<file path="config.mk">
export PLATFORM = sky130hd
export DESIGN_NAME = cb_filter
export DESIGN_NICKNAME = d
export VERILOG_FILES = /design/src/cb_hash_pkg.sv /design/src/cb_count_pkg.sv /design/src/sub_per_hash.sv /design/src/hash_block.sv /design/src/filter_counters.sv /design/src/cb_filter.sv
export SDC_FILE = /design/constraint.sdc
export NUM_CORES = 1
export LEC_CHECK = 0
export BUFFER_PORTS_ARGS = -buffer_cell sky130_fd_sc_hd__buf_4
export CAP_MARGIN = 0
export CORE_MARGIN = 3
export CORE_UTILIZATION = 46
export CTS_CLUSTER_SIZE = 24
export DETAILED_ROUTE_END_ITERATION = 7
export PLACE_DENSITY = 0.66
export SYNTH_ARGS = -nofsm -noshare
export SYNTH_HDL_FRONTEND = slang
export SYNTH_HIERARCHICAL = 1
export SYNTH_SLANG_ARGS = --single-unit
</file>
<file path="constraint.sdc">
create_clock -name clk_i -period 4.3 [get_ports clk_i]
set_input_delay 0.86 -clock clk_i [delete_from_list [all_inputs] [get_ports clk_i]]
set_output_delay 0.86 -clock clk_i [all_outputs]
set_load 0.01 [all_outputs]
</file>
<file path="src/cb_hash_pkg.sv">
// ---------------------------------------------------------------------
// hash seeding definitions for the counting bloom filter
// one seed pair keys one substitution-permutation hash
// ---------------------------------------------------------------------

package cb_hash_pkg;

  // key of a single hash function
  typedef struct packed {
    // seeds the bit permutation order
    logic [31:0] permute_seed;
    // seeds the round key stream
    logic [31:0] xor_seed;
  } cb_seed_t;

  // ---------------------------------------------------------------------
  // default seed set for three hashes
  // ---------------------------------------------------------------------
  // entry 0 keys the first hash of every hash block
  localparam cb_seed_t [2:0] eg_seeds = '{
    '{
      permute_seed: 32'h3c6e_f372,
      xor_seed:     32'ha54f_f53a
    },
    '{
      permute_seed: 32'h9b05_688c,
      xor_seed:     32'h1f83_d9ab
    },
    '{
      permute_seed: 32'h6a09_e667,
      xor_seed:     32'hbb67_ae85
    }
  };

endpackage

</file>
<file path="src/cb_count_pkg.sv">
// ---------------------------------------------------------------------
// bucket operation definitions for the filter counter logic
// ---------------------------------------------------------------------

package cb_count_pkg;

  // action applied to one counter in a cycle
  typedef enum logic [1:0] {
    op_hold = 2'b00,
    op_up   = 2'b01,
    op_down = 2'b10
  } bucket_op_e;

  // up and down at once cancel out
  function automatic bucket_op_e decode_op(logic up, logic down);
    case ({up, down})
      2'b10:   return op_up;
      2'b01:   return op_down;
      default: return op_hold;
    endcase
  endfunction

endpackage

</file>
<file path="src/sub_per_hash.sv">
// ---------------------------------------------------------------------
// keyed substitution-permutation hash
// permutes, key-mixes and substitutes the data word for a number of
// rounds, then decodes its low bits into a one-hot bucket pointer
// ---------------------------------------------------------------------
`timescale 1ns/1ps

module sub_per_hash #(
  parameter int unsigned inp_width   = 32,
  parameter int unsigned hash_width  = 4,
  parameter int unsigned no_rounds   = 1,
  parameter logic [31:0] permute_key = 32'h3c6e_f372,
  parameter logic [31:0] xor_key     = 32'ha54f_f53a
) (
  input  logic [inp_width-1:0]     data_i,
  output logic [2**hash_width-1:0] hash_onehot_o
);

  // width of one permutation table entry
  localparam int unsigned idx_w = (inp_width > 1) ? $clog2(inp_width) : 1;

  // present cipher s-box with entry 0 in the low nibble
  localparam logic [15:0][3:0] sbox = 64'h2174_8fe3_da09_b65c;

  // xorshift32 step for the elaboration-time tables
  function automatic logic [31:0] prng_step(logic [31:0] s);
    logic [31:0] x;
    x = s;
    x = x ^ (x << 13);
    x = x ^ (x >> 17);
    x = x ^ (x << 5);
    return x;
  endfunction

  // fisher-yates shuffle of the bit positions
  function automatic logic [inp_width*idx_w-1:0] gen_perm(logic [31:0] key);
    logic [inp_width*idx_w-1:0] tab;
    logic [idx_w-1:0]           tmp;
    logic [31:0]                state;
    int unsigned                j;
    state = (key == '0) ? 32'h1 : key;
    for (int unsigned i = 0; i < inp_width; i++) begin
      tab[i*idx_w +: idx_w] = idx_w'(i);
    end
    for (int unsigned i = inp_width - 1; i > 0; i--) begin
      state = prng_step(state);
      j     = state % (i + 1);
      tmp   = tab[i*idx_w +: idx_w];
      tab[i*idx_w +: idx_w] = tab[j*idx_w +: idx_w];
      tab[j*idx_w +: idx_w] = tmp;
    end
    return tab;
  endfunction

  // one key word of inp_width bits per round
  function automatic logic [no_rounds*inp_width-1:0] gen_keys(logic [31:0] key);
    logic [no_rounds*inp_width-1:0] stream;
    logic [31:0]                    state;
    state = (key == '0) ? 32'h1 : key;
    for (int unsigned i = 0; i < no_rounds * inp_width; i++) begin
      if (i % 32 == 0) begin
        state = prng_step(state);
      end
      stream[i] = state[i % 32];
    end
    return stream;
  endfunction

  localparam logic [inp_width*idx_w-1:0]     perm_tab = gen_perm(permute_key);
  localparam logic [no_rounds*inp_width-1:0] key_tab  = gen_keys(xor_key);

  logic [inp_width-1:0]  round_word;
  logic [inp_width-1:0]  mix_word;
  logic [hash_width-1:0] bucket_idx;

  always_comb begin
    round_word = data_i;
    mix_word   = '0;
    for (int unsigned r = 0; r < no_rounds; r++) begin
      // bit permutation
      for (int unsigned i = 0; i < inp_width; i++) begin
        mix_word[i] = round_word[perm_tab[i*idx_w +: idx_w]];
      end
      // round key
      mix_word = mix_word ^ key_tab[r*inp_width +: inp_width];
      // nibble substitution
      // leftover top bits pass unchanged
      for (int unsigned n = 0; n < inp_width / 4; n++) begin
        mix_word[n*4 +: 4] = sbox[mix_word[n*4 +: 4]];
      end
      round_word = mix_word;
    end
    // low bits of the last round select the bucket
    bucket_idx                = round_word[hash_width-1:0];
    hash_onehot_o             = '0;
    hash_onehot_o[bucket_idx] = 1'b1;
  end

endmodule

</file>
<file path="src/hash_block.sv">
// ---------------------------------------------------------------------
// hash block of the counting bloom filter
// runs k keyed hashes in parallel and merges their one-hot pointers
// into one bucket indicator vector
// ---------------------------------------------------------------------
`timescale 1ns/1ps

module hash_block #(
  parameter int unsigned k_hashes    = 3,
  parameter int unsigned inp_width   = 32,
  parameter int unsigned hash_width  = 4,
  parameter int unsigned hash_rounds = 1,
  parameter cb_hash_pkg::cb_seed_t [k_hashes-1:0] seeds = cb_hash_pkg::eg_seeds
) (
  input  logic [inp_width-1:0]     data_i,
  output logic [2**hash_width-1:0] indicator_o
);

  // one-hot pointer of every hash
  logic [k_hashes-1:0][2**hash_width-1:0] onehots;

  // ---------------------------------------------------------------------
  // hash instances
  // ---------------------------------------------------------------------
  for (genvar h = 0; h < k_hashes; h++) begin : gen_hashes
    // each hash gets its own seed pair
    sub_per_hash #(
      .inp_width   (inp_width),
      .hash_width  (hash_width),
      .no_rounds   (hash_rounds),
      .permute_key (seeds[h].permute_seed),
      .xor_key     (seeds[h].xor_seed)
    ) u_hash (
      .data_i        (data_i),
      .hash_onehot_o (onehots[h])
    );
  end

  // ---------------------------------------------------------------------
  // merge pointers
  // ---------------------------------------------------------------------
  // hashes hitting the same bucket collapse to a single bit
  always_comb begin
    indicator_o = '0;
    for (int unsigned h = 0; h < k_hashes; h++) begin
      indicator_o = indicator_o | onehots[h];
    end
  end

endmodule

</file>
<file path="src/filter_counters.sv">
// ---------------------------------------------------------------------
// counter block of the counting bloom filter
// holds the bucket counters and the usage counter, forms the lookup
// match and the full, empty and sticky error flags
// ---------------------------------------------------------------------
`timescale 1ns/1ps

module filter_counters #(
  parameter int unsigned hash_width   = 4,
  parameter int unsigned bucket_width = 4
) (
  input  logic                     clk_i,
  input  logic                     rst_n_i,
  // indicator vectors from the hash blocks
  input  logic [2**hash_width-1:0] look_ind_i,
  input  logic [2**hash_width-1:0] incr_ind_i,
  input  logic [2**hash_width-1:0] decr_ind_i,
  // strobes
  input  logic                     incr_valid_i,
  input  logic                     decr_valid_i,
  input  logic                     filter_clear_i,
  // lookup result and status
  output logic                     look_valid_o,
  output logic [hash_width-1:0]    filter_usage_o,
  output logic                     filter_full_o,
  output logic                     filter_empty_o,
  output logic                     filter_error_o
);

  import cb_count_pkg::*;

  localparam int unsigned no_buckets = 2**hash_width;

  // bucket state
  logic [no_buckets-1:0][bucket_width-1:0] bucket_q;
  bucket_op_e [no_buckets-1:0]             bucket_op;
  logic [no_buckets-1:0]                   bucket_wrap;
  logic [no_buckets-1:0]                   bucket_nz;
  logic [no_buckets-1:0]                   bucket_max;
  // usage state
  logic [hash_width-1:0]                   usage_q;
  bucket_op_e                              usage_op;
  logic                                    usage_wrap;
  // sticky error
  logic                                    error_q;

  // ---------------------------------------------------------------------
  // operation decode and wrap detect
  // ---------------------------------------------------------------------
  always_comb begin
    for (int unsigned i = 0; i < no_buckets; i++) begin
      // a bucket hit by both updates holds
      bucket_op[i]   = decode_op(incr_valid_i & incr_ind_i[i],
                                 decr_valid_i & decr_ind_i[i]);
      bucket_wrap[i] = ((bucket_op[i] == op_up) && (&bucket_q[i])) ||
                       ((bucket_op[i] == op_down) && (bucket_q[i] == '0));
    end
  end

  // usage follows the strobes alone
  assign usage_op   = decode_op(incr_valid_i, decr_valid_i);
  assign usage_wrap = ((usage_op == op_up) && (&usage_q)) ||
                      ((usage_op == op_down) && (usage_q == '0));

  // ---------------------------------------------------------------------
  // counter registers
  // ---------------------------------------------------------------------
  always_ff @(posedge clk_i) begin
    if (!rst_n_i) begin
      bucket_q <= '0;
      usage_q  <= '0;
      error_q  <= 1'b0;
    end else if (filter_clear_i) begin
      // clear wins over any update
      bucket_q <= '0;
      usage_q  <= '0;
      error_q  <= 1'b0;
    end else begin
      for (int unsigned i = 0; i < no_buckets; i++) begin
        case (bucket_op[i])
          op_up:   bucket_q[i] <= bucket_q[i] + bucket_width'(1);
          op_down: bucket_q[i] <= bucket_q[i] - bucket_width'(1);
          default: bucket_q[i] <= bucket_q[i];
        endcase
      end
      case (usage_op)
        op_up:   usage_q <= usage_q + hash_width'(1);
        op_down: usage_q <= usage_q - hash_width'(1);
        default: usage_q <= usage_q;
      endcase
      // any wrap, either way, latches the error
      if ((|bucket_wrap) || usage_wrap) begin
        error_q <= 1'b1;
      end
    end
  end

  // ---------------------------------------------------------------------
  // lookup match and flags
  // ---------------------------------------------------------------------
  always_comb begin
    for (int unsigned i = 0; i < no_buckets; i++) begin
      bucket_nz[i]  = |bucket_q[i];
      bucket_max[i] = &bucket_q[i];
    end
  end

  // every pointed bucket must be occupied
  assign look_valid_o   = ((look_ind_i & bucket_nz) == look_ind_i);
  assign filter_usage_o = usage_q;
  assign filter_full_o  = |bucket_max;
  assign filter_empty_o = ~(|bucket_nz);
  assign filter_error_o = error_q;

endmodule

</file>
<file path="src/cb_filter.sv">
// ---------------------------------------------------------------------
// counting bloom filter top level
// lookup, increment and decrement hash blocks feed one counter block
// lookups are combinational and updates take one clock edge
// ---------------------------------------------------------------------
`timescale 1ns/1ps

module cb_filter #(
  parameter int unsigned k_hashes     = 3,
  parameter int unsigned hash_width   = 4,
  parameter int unsigned hash_rounds  = 1,
  parameter int unsigned inp_width    = 32,
  parameter int unsigned bucket_width = 4,
  // one seed pair per hash
  parameter cb_hash_pkg::cb_seed_t [k_hashes-1:0] seeds = cb_hash_pkg::eg_seeds
) (
  input  logic                  clk_i,
  input  logic                  rst_n_i,
  // lookup
  input  logic [inp_width-1:0]  look_data_i,
  output logic                  look_valid_o,
  // increment
  input  logic [inp_width-1:0]  incr_data_i,
  input  logic                  incr_valid_i,
  // decrement
  input  logic [inp_width-1:0]  decr_data_i,
  input  logic                  decr_valid_i,
  // status
  input  logic                  filter_clear_i,
  output logic [hash_width-1:0] filter_usage_o,
  output logic                  filter_full_o,
  output logic                  filter_empty_o,
  output logic                  filter_error_o
);

  // bucket indicator vectors
  logic [2**hash_width-1:0] look_ind;
  logic [2**hash_width-1:0] incr_ind;
  logic [2**hash_width-1:0] decr_ind;

  // ---------------------------------------------------------------------
  // hash blocks keyed alike so one word maps to the same buckets
  // ---------------------------------------------------------------------
  hash_block #(
    .k_hashes    (k_hashes),
    .inp_width   (inp_width),
    .hash_width  (hash_width),
    .hash_rounds (hash_rounds),
    .seeds       (seeds)
  ) u_look_hashes (
    .data_i      (look_data_i),
    .indicator_o (look_ind)
  );

  hash_block #(
    .k_hashes    (k_hashes),
    .inp_width   (inp_width),
    .hash_width  (hash_width),
    .hash_rounds (hash_rounds),
    .seeds       (seeds)
  ) u_incr_hashes (
    .data_i      (incr_data_i),
    .indicator_o (incr_ind)
  );

  hash_block #(
    .k_hashes    (k_hashes),
    .inp_width   (inp_width),
    .hash_width  (hash_width),
    .hash_rounds (hash_rounds),
    .seeds       (seeds)
  ) u_decr_hashes (
    .data_i      (decr_data_i),
    .indicator_o (decr_ind)
  );

  // ---------------------------------------------------------------------
  // buckets, usage and flags
  // ---------------------------------------------------------------------
  filter_counters #(
    .hash_width   (hash_width),
    .bucket_width (bucket_width)
  ) u_counters (
    .clk_i          (clk_i),
    .rst_n_i        (rst_n_i),
    .look_ind_i     (look_ind),
    .incr_ind_i     (incr_ind),
    .decr_ind_i     (decr_ind),
    .incr_valid_i   (incr_valid_i),
    .decr_valid_i   (decr_valid_i),
    .filter_clear_i (filter_clear_i),
    .look_valid_o   (look_valid_o),
    .filter_usage_o (filter_usage_o),
    .filter_full_o  (filter_full_o),
    .filter_empty_o (filter_empty_o),
    .filter_error_o (filter_error_o)
  );

endmodule

</file>
==> impl_results.md, run 1 <==
- Top cells by area, synth: ha_1 (17%), dfxtp_1 (15%), mux4_2 (8.6%)
- Clock sinks: 69
- Setup TNS: 0 ns
- Crit path cell chain: buf_4 > inv_2 > ha_1 > inv_1 > mux4_2 > nand2_1 > nor3_1 > or3_1 > a22o_1 > a221oi_2 > nand3_1 > nor2_1 > buf_4
- Crit path capture type: output port
- Most common cell on crit path: buf_4
- Terminus of the critical flop-to-flop path: u_counters/filter_error_o
- Nets: 1381
- First-pass GRT wire length: 35100 um
- FF-to-FF Start: u_counters/bucket_q[40]
- Max_cap viols: 0
- Total number of vias: 7880
- Leak: 4.30 nW
- Post-route antenna net violation count: 0
- CP startpoint: look_data_i[10]
- Die width: 145 um
- Cells after Synth: 1087
- Worst path slowest cell: mux4_2
- Status: completed
- Drt total wl: 21300 um
- Rows: 50
- Number of global-route vias before repair: 7280
- Worst path bufs/invs: 4
- Fraction of the yosys area taken by sequential cells: 15.5%
- GRT Residual Overflow: 0
- Vias per cell: 5.59
- Primary FF master, synth: dfxtp_1
- Post-synth top area cell: ha_1
- Hold path startpoint: u_counters/bucket_q[59]
- Die Y: 145 um
- Least-Margin Pin Slew: 0.793 ns
- Initial core utilization: 47.2%
- EDFF count, synth: 0
- CORE AREA: 18900 um2
- Largest net degree at the start of global routing: 37
- DRT Pass-1 Iters: 5
- Final setup vio count: 0
- Final core occ: 52.4%
- Pwr Density: 242 nW/um2
- Clk root buf: clkbuf_16
- Cell variety after synth: 65
- Worst-skew pair later-pin latency: 0.33 ns
- Maximum vdd drop: 0.113 mV
- Average size of a mapped cell: 8.21 um2
- Ys async rst share: 0%
- Initial antenna violation count: 0
- DRC viols: 0
- # diodes: 0
- CP Max Fanout: 6
- Final Hold Vio Count: 0
- Top cells by count, synth: inv_1 (148), ha_1 (119), nor4_1 (93)
- # IOs: 109
- Layout cell share with drive strength beyond 1: 15.3%
- Top delay family on crit path: simple AND/OR/NAND/NOR gates
- CTS tree: built
- Skew final: 0.00392 ns
- DP HPWL: 17000 um
- CTS clock-pin slew for the worst setup and hold paths: 0.06 ns
- Final Slew Violations: 0
- Hold depth: 2
- Tcrit/Tclk final: 95.2%
- RSZ-0062 raised after global routing: false
- Synthesized cell area: 8930 um2
- Slew headroom: 46.7%
- Average wire per standard cell: 15.1 um
- Top-count cell post-synth: inv_1
- Clk buf depth: 2
- Type of origin of the critical path: input pin
- Die Area: 21100 um2
- FF-to-FF setup slack: 2.58 ns
- GPL Wtd Cong: 0.846
- Critical path type: in2out
- Worst hold path type: reg2reg
- CP required: 3.44 ns
- Synth top area share: 16.7%
- H-tree Lvls: 3
- CTS Buf Count: 9
- Flops & latches, synth: 69
- Slowest stage delay, CP: 0.53 ns
- Hold Path End: u_counters/bucket_q[59]
- I/O Buffers: 42
- R2R depth: 5
- Gr usage total: 19.7%
- Iter 0 DRT Violations: 420
- Fmax achieved: 244 MHz
- Worst EP arrival: 3.23 ns
- Synth-to-layout area growth: 11.0%
- Synth warn: 6
- Synthesized Nets: 1324
- Fin crit period: 4.09 ns
[worst max path at each step]
stage,end,slack [ns],cells after the start
floorplan,look_valid_o,0.41,10
global placement,u_counters/bucket_q[55],0.10,16
detailed placement,u_counters/bucket_q[27],0.03,17
CTS,look_valid_o,0.11,12
global route,look_valid_o,0.05,13
finish,look_valid_o,0.21,13
[sequential cells by signal, summed over array words and instances, names as in the netlist]
name,count
u_counters/filter_usage_o,4
u_counters/bucket_q,64
u_counters/filter_error_o,1
[stage by stage]
step,hold WS (ns),worst slack [ns],std cells,power (mW),instance area [um2]
after floorplan,0.467,0.414,1087,1.43,8930
after global placement,0.483,0.102,1393,1.68,9610
after detailed placement,0.493,0.0266,1393,1.70,9610
after CTS,0.504,0.108,1409,2.40,9890
after global routing,0.524,0.0512,1409,2.55,9910
final,0.499,0.208,1409,2.40,9910
[report_power, final]
group / internal [mW] / leakage, nW / total, mW / switching (mW)
clock network: 0.406 / 0.128 / 0.699 / 0.292
logic: 0.427 / 3.62 / 1.01 / 0.585
registers: 0.660 / 0.557 / 0.687 / 0.0276
total: 1.49 / 4.30 / 2.40 / 0.905
[placed cells by master (no fill, tap or decap), types with 43 or more instances in the layout]
master / synthesis / final
a21oi_1: 54 / 54
buf_4: 4 / 76
dfxtp_1: 69 / 69
ha_1: 119 / 118
inv_1: 148 / 147
nand2_1: 43 / 43
nor2_1: 89 / 89
nor3_1: 59 / 59
nor4_1: 93 / 93
or3_1: 65 / 65
[routing by layer]
layer | global-route usage (%) | part of all wire [%] | vias to the layer above | routed length (um)
li1 | - | - | 4021 | -
met1 | 26.7 | 47 | 3674 | 10100
met2 | 33.2 | 47 | 161 | 10100
met3 | 2.22 | 3.6 | 24 | 763
met4 | 5.70 | 1.9 | 0 | 408
met5 | 0 | 0 | - | 0
[cells by family (layout without fill, tap and decap cells)]
| logic type | Yosys count | count (layout) | synth area share, % |
|---|---|---|---|
| mux | 41 | 41 | 9.73 |
| flops | 69 | 69 | 15.5 |
| simple gates | 428 | 428 | 26.6 |
| compound gates | 168 | 168 | 12.7 |
| fa+ha+maj | 136 | 136 | 20.5 |
| buf+inv | 183 | 245 | 8.86 |
| xor+xnor | 62 | 62 | 6.08 |
[area by class of cell]
type | count | area, um2
Clock buffer | 11 | 243
Timing Repair Buffer | 76 | 571
Inverter | 153 | 576
Multi-Input combinational cell | 835 | 6780
Clock inverter | 5 | 36.3
Fill cell | 1873 | 8990
Tap cell | 260 | 325
Sequential cell | 69 | 1380
[worst reg2reg max path, cell delays in order, from the launching register on]
cell and delay (ns):
dfxtp_1 0.36, nor4_1 0.69, a22oi_1 0.25, nand4_1 0.15, nor2_1 0.05, a31oi_1 0.15
[what timing repair did]
action	CTS	global route
setup buffers	0	0
resized for setup	0	3
hold buffers	0	0
setup endpoints to repair	0	1
(Power assumes the default switching activity.)
==> run 2: changes to the inputs <==
- CORE_ASPECT_RATIO: default -> 0.75
==> run 2 against run 1 <==
Net effect: setup slack got worse by 0.044 ns; sequential power about the same; routed wire length rose by 2.8%; power up 3.3%; hold slack hardly changed; combinational power about the same; first-iteration DRC count up 54%; count of clock-buffer cells in the layout fell by 2; largest power group unchanged; highest routed layer unchanged.
==> impl_results.md, run 2 (synthesis results as in run 1) <==
- DRC viols: 0 (unchanged)
- # diodes: 0 (unchanged)
- Worst path slowest cell: mux4_2 (unchanged)
- Clk buf depth: 2 (unchanged)
- Die Y: 127 um (was 145 um)
- Die Area: 21100 um2 (about the same)
- Die width: 167 um (was 145 um)
- Final core occ: 53.0% (was 52.4%)
- CP Max Fanout: 6 (unchanged)
- I/O Buffers: 42 (unchanged)
- Combinational power share: 41.6% (was 42.2%)
- Worst hold path type: reg2reg (unchanged)
- Rows: 43 (was 50)
- Fin crit period: 4.14 ns (was 4.09 ns)
- Crit path cell chain: buf_4 > inv_1 > ha_2 > inv_1 > mux4_2 > nand2_2 > nor3_1 > or3_1 > a22o_1 > a221oi_2 > nand3_1 > nor2_2 > buf_4 (was buf_4 > inv_2 > ha_1 > inv_1 > mux4_2 > nand2_1 > nor3_1 > or3_1 > a22o_1 > a221oi_2 > nand3_1 > nor2_1 > buf_4)
- GPL Wtd Cong: 0.896 (was 0.846)
- Clk root buf: clkbuf_16 (unchanged)
- Initial antenna violation count: 0 (unchanged)
- CTS Buf Count: 9 (unchanged)
- Clk pwr share: 30.6% (was 29.1%)
- Synth-to-layout area growth: 11.4% (was 11.0%)
- Vias per cell: 5.73 (was 5.59)
- # IOs: 109 (unchanged)
- DP HPWL: 17600 um (was 17000 um)
- Tcrit/Tclk final: 96.2% (was 95.2%)
- Psw: 0.934 mW (was 0.905 mW)
- CP required: 3.44 ns (about the same)
- Largest reg by FF count: u_counters/bucket_q (unchanged)
- Commonest cells after routing, fill and taps aside: inv_1 (148), ha_1 (118), nor4_1 (93), nor2_1 (88), buf_4 (80) (was inv_1 (147), ha_1 (118), nor4_1 (93), nor2_1 (89), buf_4 (76))
- Post-route antenna net violation count: 0 (unchanged)
- CTS tree: built (unchanged)
- WHS: 0.499 ns (about the same)
- Leak: 4.34 nW (was 4.30 nW)
- DRT Pass-1 Iters: 5 (unchanged)
- Fmax achieved: 242 MHz (was 244 MHz)
- Gr usage total: 20.4% (was 19.7%)
- Layout cell share with drive strength beyond 1: 15.9% (was 15.3%)
- CORE AREA: 18800 um2 (was 18900 um2)
- Fin worst setup slack: 0.164 ns (was 0.208 ns)
- Clock sinks: 69 (unchanged)
- Final Slew Violations: 0 (unchanged)
- Type of origin of the critical path: input pin (unchanged)
- Iter 0 DRT Violations: 647 (was 420)
- Crit path capture type: output port (unchanged)
- Most common cell after layout, fill and taps aside: inv_1 (unchanged)
- Worst-skew pair later-pin latency: 0.34 ns (was 0.33 ns)
- Slew headroom: 26.9% (was 46.7%)
- H-tree Lvls: 3 (unchanged)
- Largest net degree at the start of global routing: 37 (unchanged)
- Pwr Density: 249 nW/um2 (was 242 nW/um2)
- GRT Residual Overflow: 0 (unchanged)
- Max_cap viols: 0 (unchanged)
- Initial core utilization: 47.5% (was 47.2%)
- CTS clock-pin slew for the worst setup and hold paths: 0.06 ns (about the same)
- Sequential fraction of design power: 27.8% (was 28.7%)
- Final Hold Vio Count: 0 (unchanged)
- Average wire per standard cell: 15.6 um (was 15.1 um)
- Nets: 1385 (was 1381)
- Critical path type: in2out (unchanged)
- Status: completed (unchanged)
- Drt total wl: 21900 um (was 21300 um)
- Least-Margin Pin Slew: 1.09 ns (was 0.793 ns)
- Max FFs per register: 64 (unchanged)
- Slowest stage delay, CP: 0.50 ns (was 0.53 ns)
- Placed cells: 1383 (was 1393)
- First-pass GRT wire length: 36100 um (was 35100 um)
- Total number of vias: 8019 (was 7880)
- PnR Total Power: 2.48 mW (was 2.40 mW)
- Number of global-route vias before repair: 7060 (was 7280)
- Switching Fraction: 37.7% (was 37.8%)
- Non-Filler Instances: 1400 (was 1409)
- Place WS: 0.0201 ns (was 0.0266 ns)
- Pint: 1.54 mW (was 1.49 mW)
- Skew final: 0.00556 ns (was 0.00392 ns)
- Maximum vdd drop: 0.185 mV (was 0.113 mV)
- Final setup vio count: 0 (unchanged)
- Worst EP arrival: 3.28 ns (was 3.23 ns)
==> run 2: repair_timing <==
action                                  in CTS  in global routing
endpoints found under the setup margin       0                  1
hold buffers                                 0                  0
gates resized for setup                      0                  6
buffers inserted                             0                  1
==> run 2: layer usage <==
metal  vias to the layer above  global-route usage [%]  part of all wire, %
met5                         -                       0                    0
li1                       4035                       -                    -
met2                       235                    29.0                   41
met3                        17                    3.64                  6.4
met4                         0                    2.67                 0.57
met1                      3732                    32.7                   52
==> run 2: critical path: cells and delay by family <==
| kind | cells | cell delay, ns |
|---|---|---|
| AND/OR/NAND/NOR | 5 | 0.74 |
| multiplexers | 1 | 0.50 |
| AO/OA/AOI/OAI | 2 | 0.42 |
| buffers and inverters | 4 | 0.38 |
| adder cells (fa/ha/maj) | 1 | 0.38 |
==> run 2: worst paths after layout <==
| check | startpoint | end | slack, ns | cells past startpoint |
|---|---|---|---|---|
| max | look_data_i[10] | look_valid_o | 0.16 | 13 |
| min | u_counters/bucket_q[23] | u_counters/bucket_q[23] | 0.50 | 2 |
| max reg2reg | u_counters/bucket_q[44] | u_counters/filter_error_o | 2.28 | 5 |
| min reg2reg | u_counters/bucket_q[23] | u_counters/bucket_q[23] | 0.50 | 2 |
==> run 2: cell type report <==
type	count	area (um2)
repair buffers	80	601
fillers	1785	8830
multi-input cells	835	6780
flip-flops and latches	69	1380
inverters	153	576
well taps	247	309
clock inverters	7	73.8
clock buffers	9	225
==> run 2: metrics by stage <==
stage,TNS [ns],cell area (um2)
after global placement,0,9620
after global routing,-0.0147,9940
after CTS,0,9910
after floorplan,0,8930
after detailed placement,0,9620
final,0,9940
==> run 2: power groups by stage <==
stage | clock (mW) | combinational [mW] | sequential (mW)
after floorplan | 0 | 0.732 | 0.695
after CTS | 0.778 | 1.01 | 0.687
final | 0.758 | 1.03 | 0.688
after global routing | 0.802 | 1.14 | 0.690
after detailed placement | 0 | 1.01 | 0.700
after global placement | 0 | 0.990 | 0.700
==> run 3: changes to the inputs <==
- BUFFER_PORTS_ARGS: -buffer_cell sky130_fd_sc_hd__buf_4 -> default
- DONT_BUFFER_PORTS: default -> 1
- PLACE_DENSITY: 0.66 -> default
- SLEW_MARGIN: default -> 5
==> run 3 against run 2 <==
Net effect: cell count decreased by 4.2%; register-to-register slack improved by 0.14 ns; global-route usage decreased by 0.16 points; maximum frequency increased by 1.1%; clock power increased by 9.8%.
==> impl_results.md, run 3 (synthesis results as in run 1) <==
- H-tree Lvls: 3 (unchanged)
- Combinational power share: 38.0% (was 41.6%)
- Least-Margin Pin Slew: 1.06 ns (was 1.09 ns)
- Die width: 167 um (unchanged)
- CTS tree: built (unchanged)
- Crit path capture type: output port (unchanged)
- WHS: 0.501 ns (was 0.499 ns)
- Sequential fraction of design power: 28.1% (was 27.8%)
- Initial antenna violation count: 0 (unchanged)
- Worst hold path type: reg2reg (unchanged)
- Met1 Routed Length: 12000 um (was 11400 um)
- Layout cell share with drive strength beyond 1: 11.0% (was 15.9%)
- Number of global-route vias before repair: 6840 (was 7060)
- CP Max Fanout: 6 (unchanged)
- Most common cell after layout, fill and taps aside: inv_1 (unchanged)
- Commonest cells after routing, fill and taps aside: inv_1 (148), ha_1 (119), nor4_1 (93), nor2_1 (89), dfxtp_1 (69) (was inv_1 (148), ha_1 (118), nor4_1 (93), nor2_1 (88), buf_4 (80))
- Rows: 43 (unchanged)
- Nets: 1326 (was 1385)
- Post-route antenna net violation count: 0 (unchanged)
- Psw: 0.882 mW (was 0.934 mW)
- CTS Buf Count: 9 (unchanged)
- First-pass GRT wire length: 35600 um (was 36100 um)
- Die Area: 21100 um2 (unchanged)
- GRT Residual Overflow: 0 (unchanged)
- Slew headroom: 29.1% (was 26.9%)
- Drt total wl: 21900 um (about the same)
- FF-to-FF Start: u_counters/bucket_q[12] (was u_counters/bucket_q[44])
- Pint: 1.57 mW (was 1.54 mW)
- Worst EP arrival: 3.23 ns (was 3.28 ns)
- Final setup vio count: 0 (unchanged)
- Clk root buf: clkbuf_16 (unchanged)
- Switching Fraction: 35.9% (was 37.7%)
- Crit path cell chain: inv_1 > ha_1 > mux4_1 > nand2_1 > nor3_1 > or3_1 > a22o_1 > a221oi_1 > nand3_1 > nor2_1 (was buf_4 > inv_1 > ha_2 > inv_1 > mux4_2 > nand2_2 > nor3_1 > or3_1 > a22o_1 > a221oi_2 > nand3_1 > nor2_2 > buf_4)
- Max_cap viols: 0 (unchanged)
- Pwr Density: 258 nW/um2 (was 249 nW/um2)
- Iter 0 DRT Violations: 616 (was 647)
- R2R depth: 5 (unchanged)
- CTS clock-pin slew for the worst setup and hold paths: 0.06 ns (about the same)
- Skew final: 0.00626 ns (was 0.00556 ns)
- CORE AREA: 18800 um2 (unchanged)
- DP HPWL: 17700 um (was 17600 um)
- Terminus of the critical flop-to-flop path: u_counters/filter_error_o (unchanged)
- RSZ-0062 raised after global routing: false
- GPL Wtd Cong: 0.888 (was 0.896)
- Area of the multi-input gates: 6760 um2 (was 6780 um2)
- Worst path slowest cell: mux4_1 (was mux4_2)
- CP endpoint: look_valid_o (unchanged)
- Fmax achieved: 245 MHz (was 242 MHz)
- Wire length on met2: 8320 um (was 8930 um)
- Setup TNS: 0 ns (unchanged)
- FF-to-FF setup slack: 2.42 ns (was 2.28 ns)
- Synth-to-layout area growth: 6.66% (was 11.4%)
- Status: completed (unchanged)
- Type of origin of the critical path: input pin (unchanged)
- Clock sinks: 69 (unchanged)
- Largest net degree at the start of global routing: 49 (was 37)
- I/O Buffers: 0 (was 42)
- CP required: 3.44 ns (about the same)
- Worst-skew pair later-pin latency: 0.34 ns (about the same)
- Maximum vdd drop: 0.172 mV (was 0.185 mV)
- Fin crit period: 4.09 ns (was 4.14 ns)
- Max FFs per register: 64 (unchanged)
- DRT Pass-1 Iters: 5 (unchanged)
- DRC viols: 0 (unchanged)
- Final Slew Violations: 0 (unchanged)
- Gr usage total: 20.2% (was 20.4%)
- Slowest stage delay, CP: 0.54 ns (was 0.50 ns)
- Clk pwr share: 33.9% (was 30.6%)
- Fill count: 1811 (was 1785)
- # IOs: 109 (unchanged)
- Critical path type: in2out (unchanged)
- Vias per cell: 5.80 (was 5.73)
- Final Hold Vio Count: 0 (unchanged)
- Total number of vias: 7783 (was 8019)
- DR top layer: met4 (unchanged)
- Leak: 4.07 nW (was 4.34 nW)
- Tcrit/Tclk final: 95.1% (was 96.2%)
- Average wire per standard cell: 16.3 um (was 15.6 um)
- Met3 routed WL: 1330 um (was 1390 um)
- Die Y: 127 um (unchanged)
- Largest reg by FF count: u_counters/bucket_q (unchanged)
- Initial core utilization: 47.5% (unchanged)
- Register area: 1380 um2 (unchanged)
- # diodes: 0 (unchanged)
- Post-CTS Setup Bufs: 0 (unchanged)
- CP startpoint: look_data_i[10] (unchanged)
- Clk buf depth: 2 (unchanged)
## run 3: worst max-delay path, delay by kind of cell
kind            cells  cell delay (ns)
compound gates      2             0.45
fa+ha+maj           1             0.37
buf+inv             1             0.07
mux                 1             0.54
simple gates        5             0.95
## run 3: what timing repair did
item	4_1_cts	5_1_grt
resized for setup	0	1
endpoints found under the setup margin	0	1
hold buffers	0	0
## run 3: worst min-delay path by stage
stage / slack (ns) / end / startpoint / cells past startpoint
final: 0.50 / u_counters/bucket_q[43] / u_counters/bucket_q[43] / 2
after CTS: 0.50 / u_counters/bucket_q[23] / u_counters/bucket_q[23] / 2
after global placement: 0.48 / u_counters/bucket_q[23] / u_counters/bucket_q[23] / 2
after global routing: 0.52 / u_counters/bucket_q[19] / u_counters/bucket_q[19] / 2
after detailed placement: 0.49 / u_counters/bucket_q[23] / u_counters/bucket_q[23] / 2
after floorplan: 0.47 / u_counters/bucket_q[15] / u_counters/bucket_q[15] / 2
## run 3: area by class of cell
type	count	share of cell area, %
multi-input combinational	835	71.0
tap	247	3.25
clock inverter	6	0.986
sequential	69	14.5
inverter	153	6.05
clock buffer	10	2.51
timing repair buffer	21	1.66
## run 3: per-stage QoR
| step | instances | utilization [%] | power (mW) | area, um2 | setup slack, ns |
|---|---|---|---|---|---|
| floorplan | 1087 | - | 1.43 | 8930 | 0.414 |
| global placement | 1325 | 48.9 | 1.61 | 9180 | 0.159 |
| detailed placement | 1325 | 48.9 | 1.62 | 9180 | 0.0812 |
| CTS | 1341 | 50.7 | 2.46 | 9510 | 0.182 |
| global route | 1341 | 50.7 | 2.60 | 9520 | 0.0737 |
| finish | 1341 | 50.7 | 2.45 | 9520 | 0.211 |
## run 3: power groups by stage
stage          sequential, mW  combinational, mW  clock [mW]
2_1_floorplan           0.695              0.732           0
3_3_place_gp            0.702              0.906           0
3_5_place_dp            0.703              0.916           0
4_1_cts                 0.688              0.921       0.849
5_1_grt                 0.692               1.04       0.872
6_report                0.689              0.934       0.832
## run 3: metal layers
metal,GRT usage [%],vias to the layer above
met1,33.1,3647
li1,-,3926
met2,27.1,191
met3,4.24,19
met4,3.10,0
met5,0,-
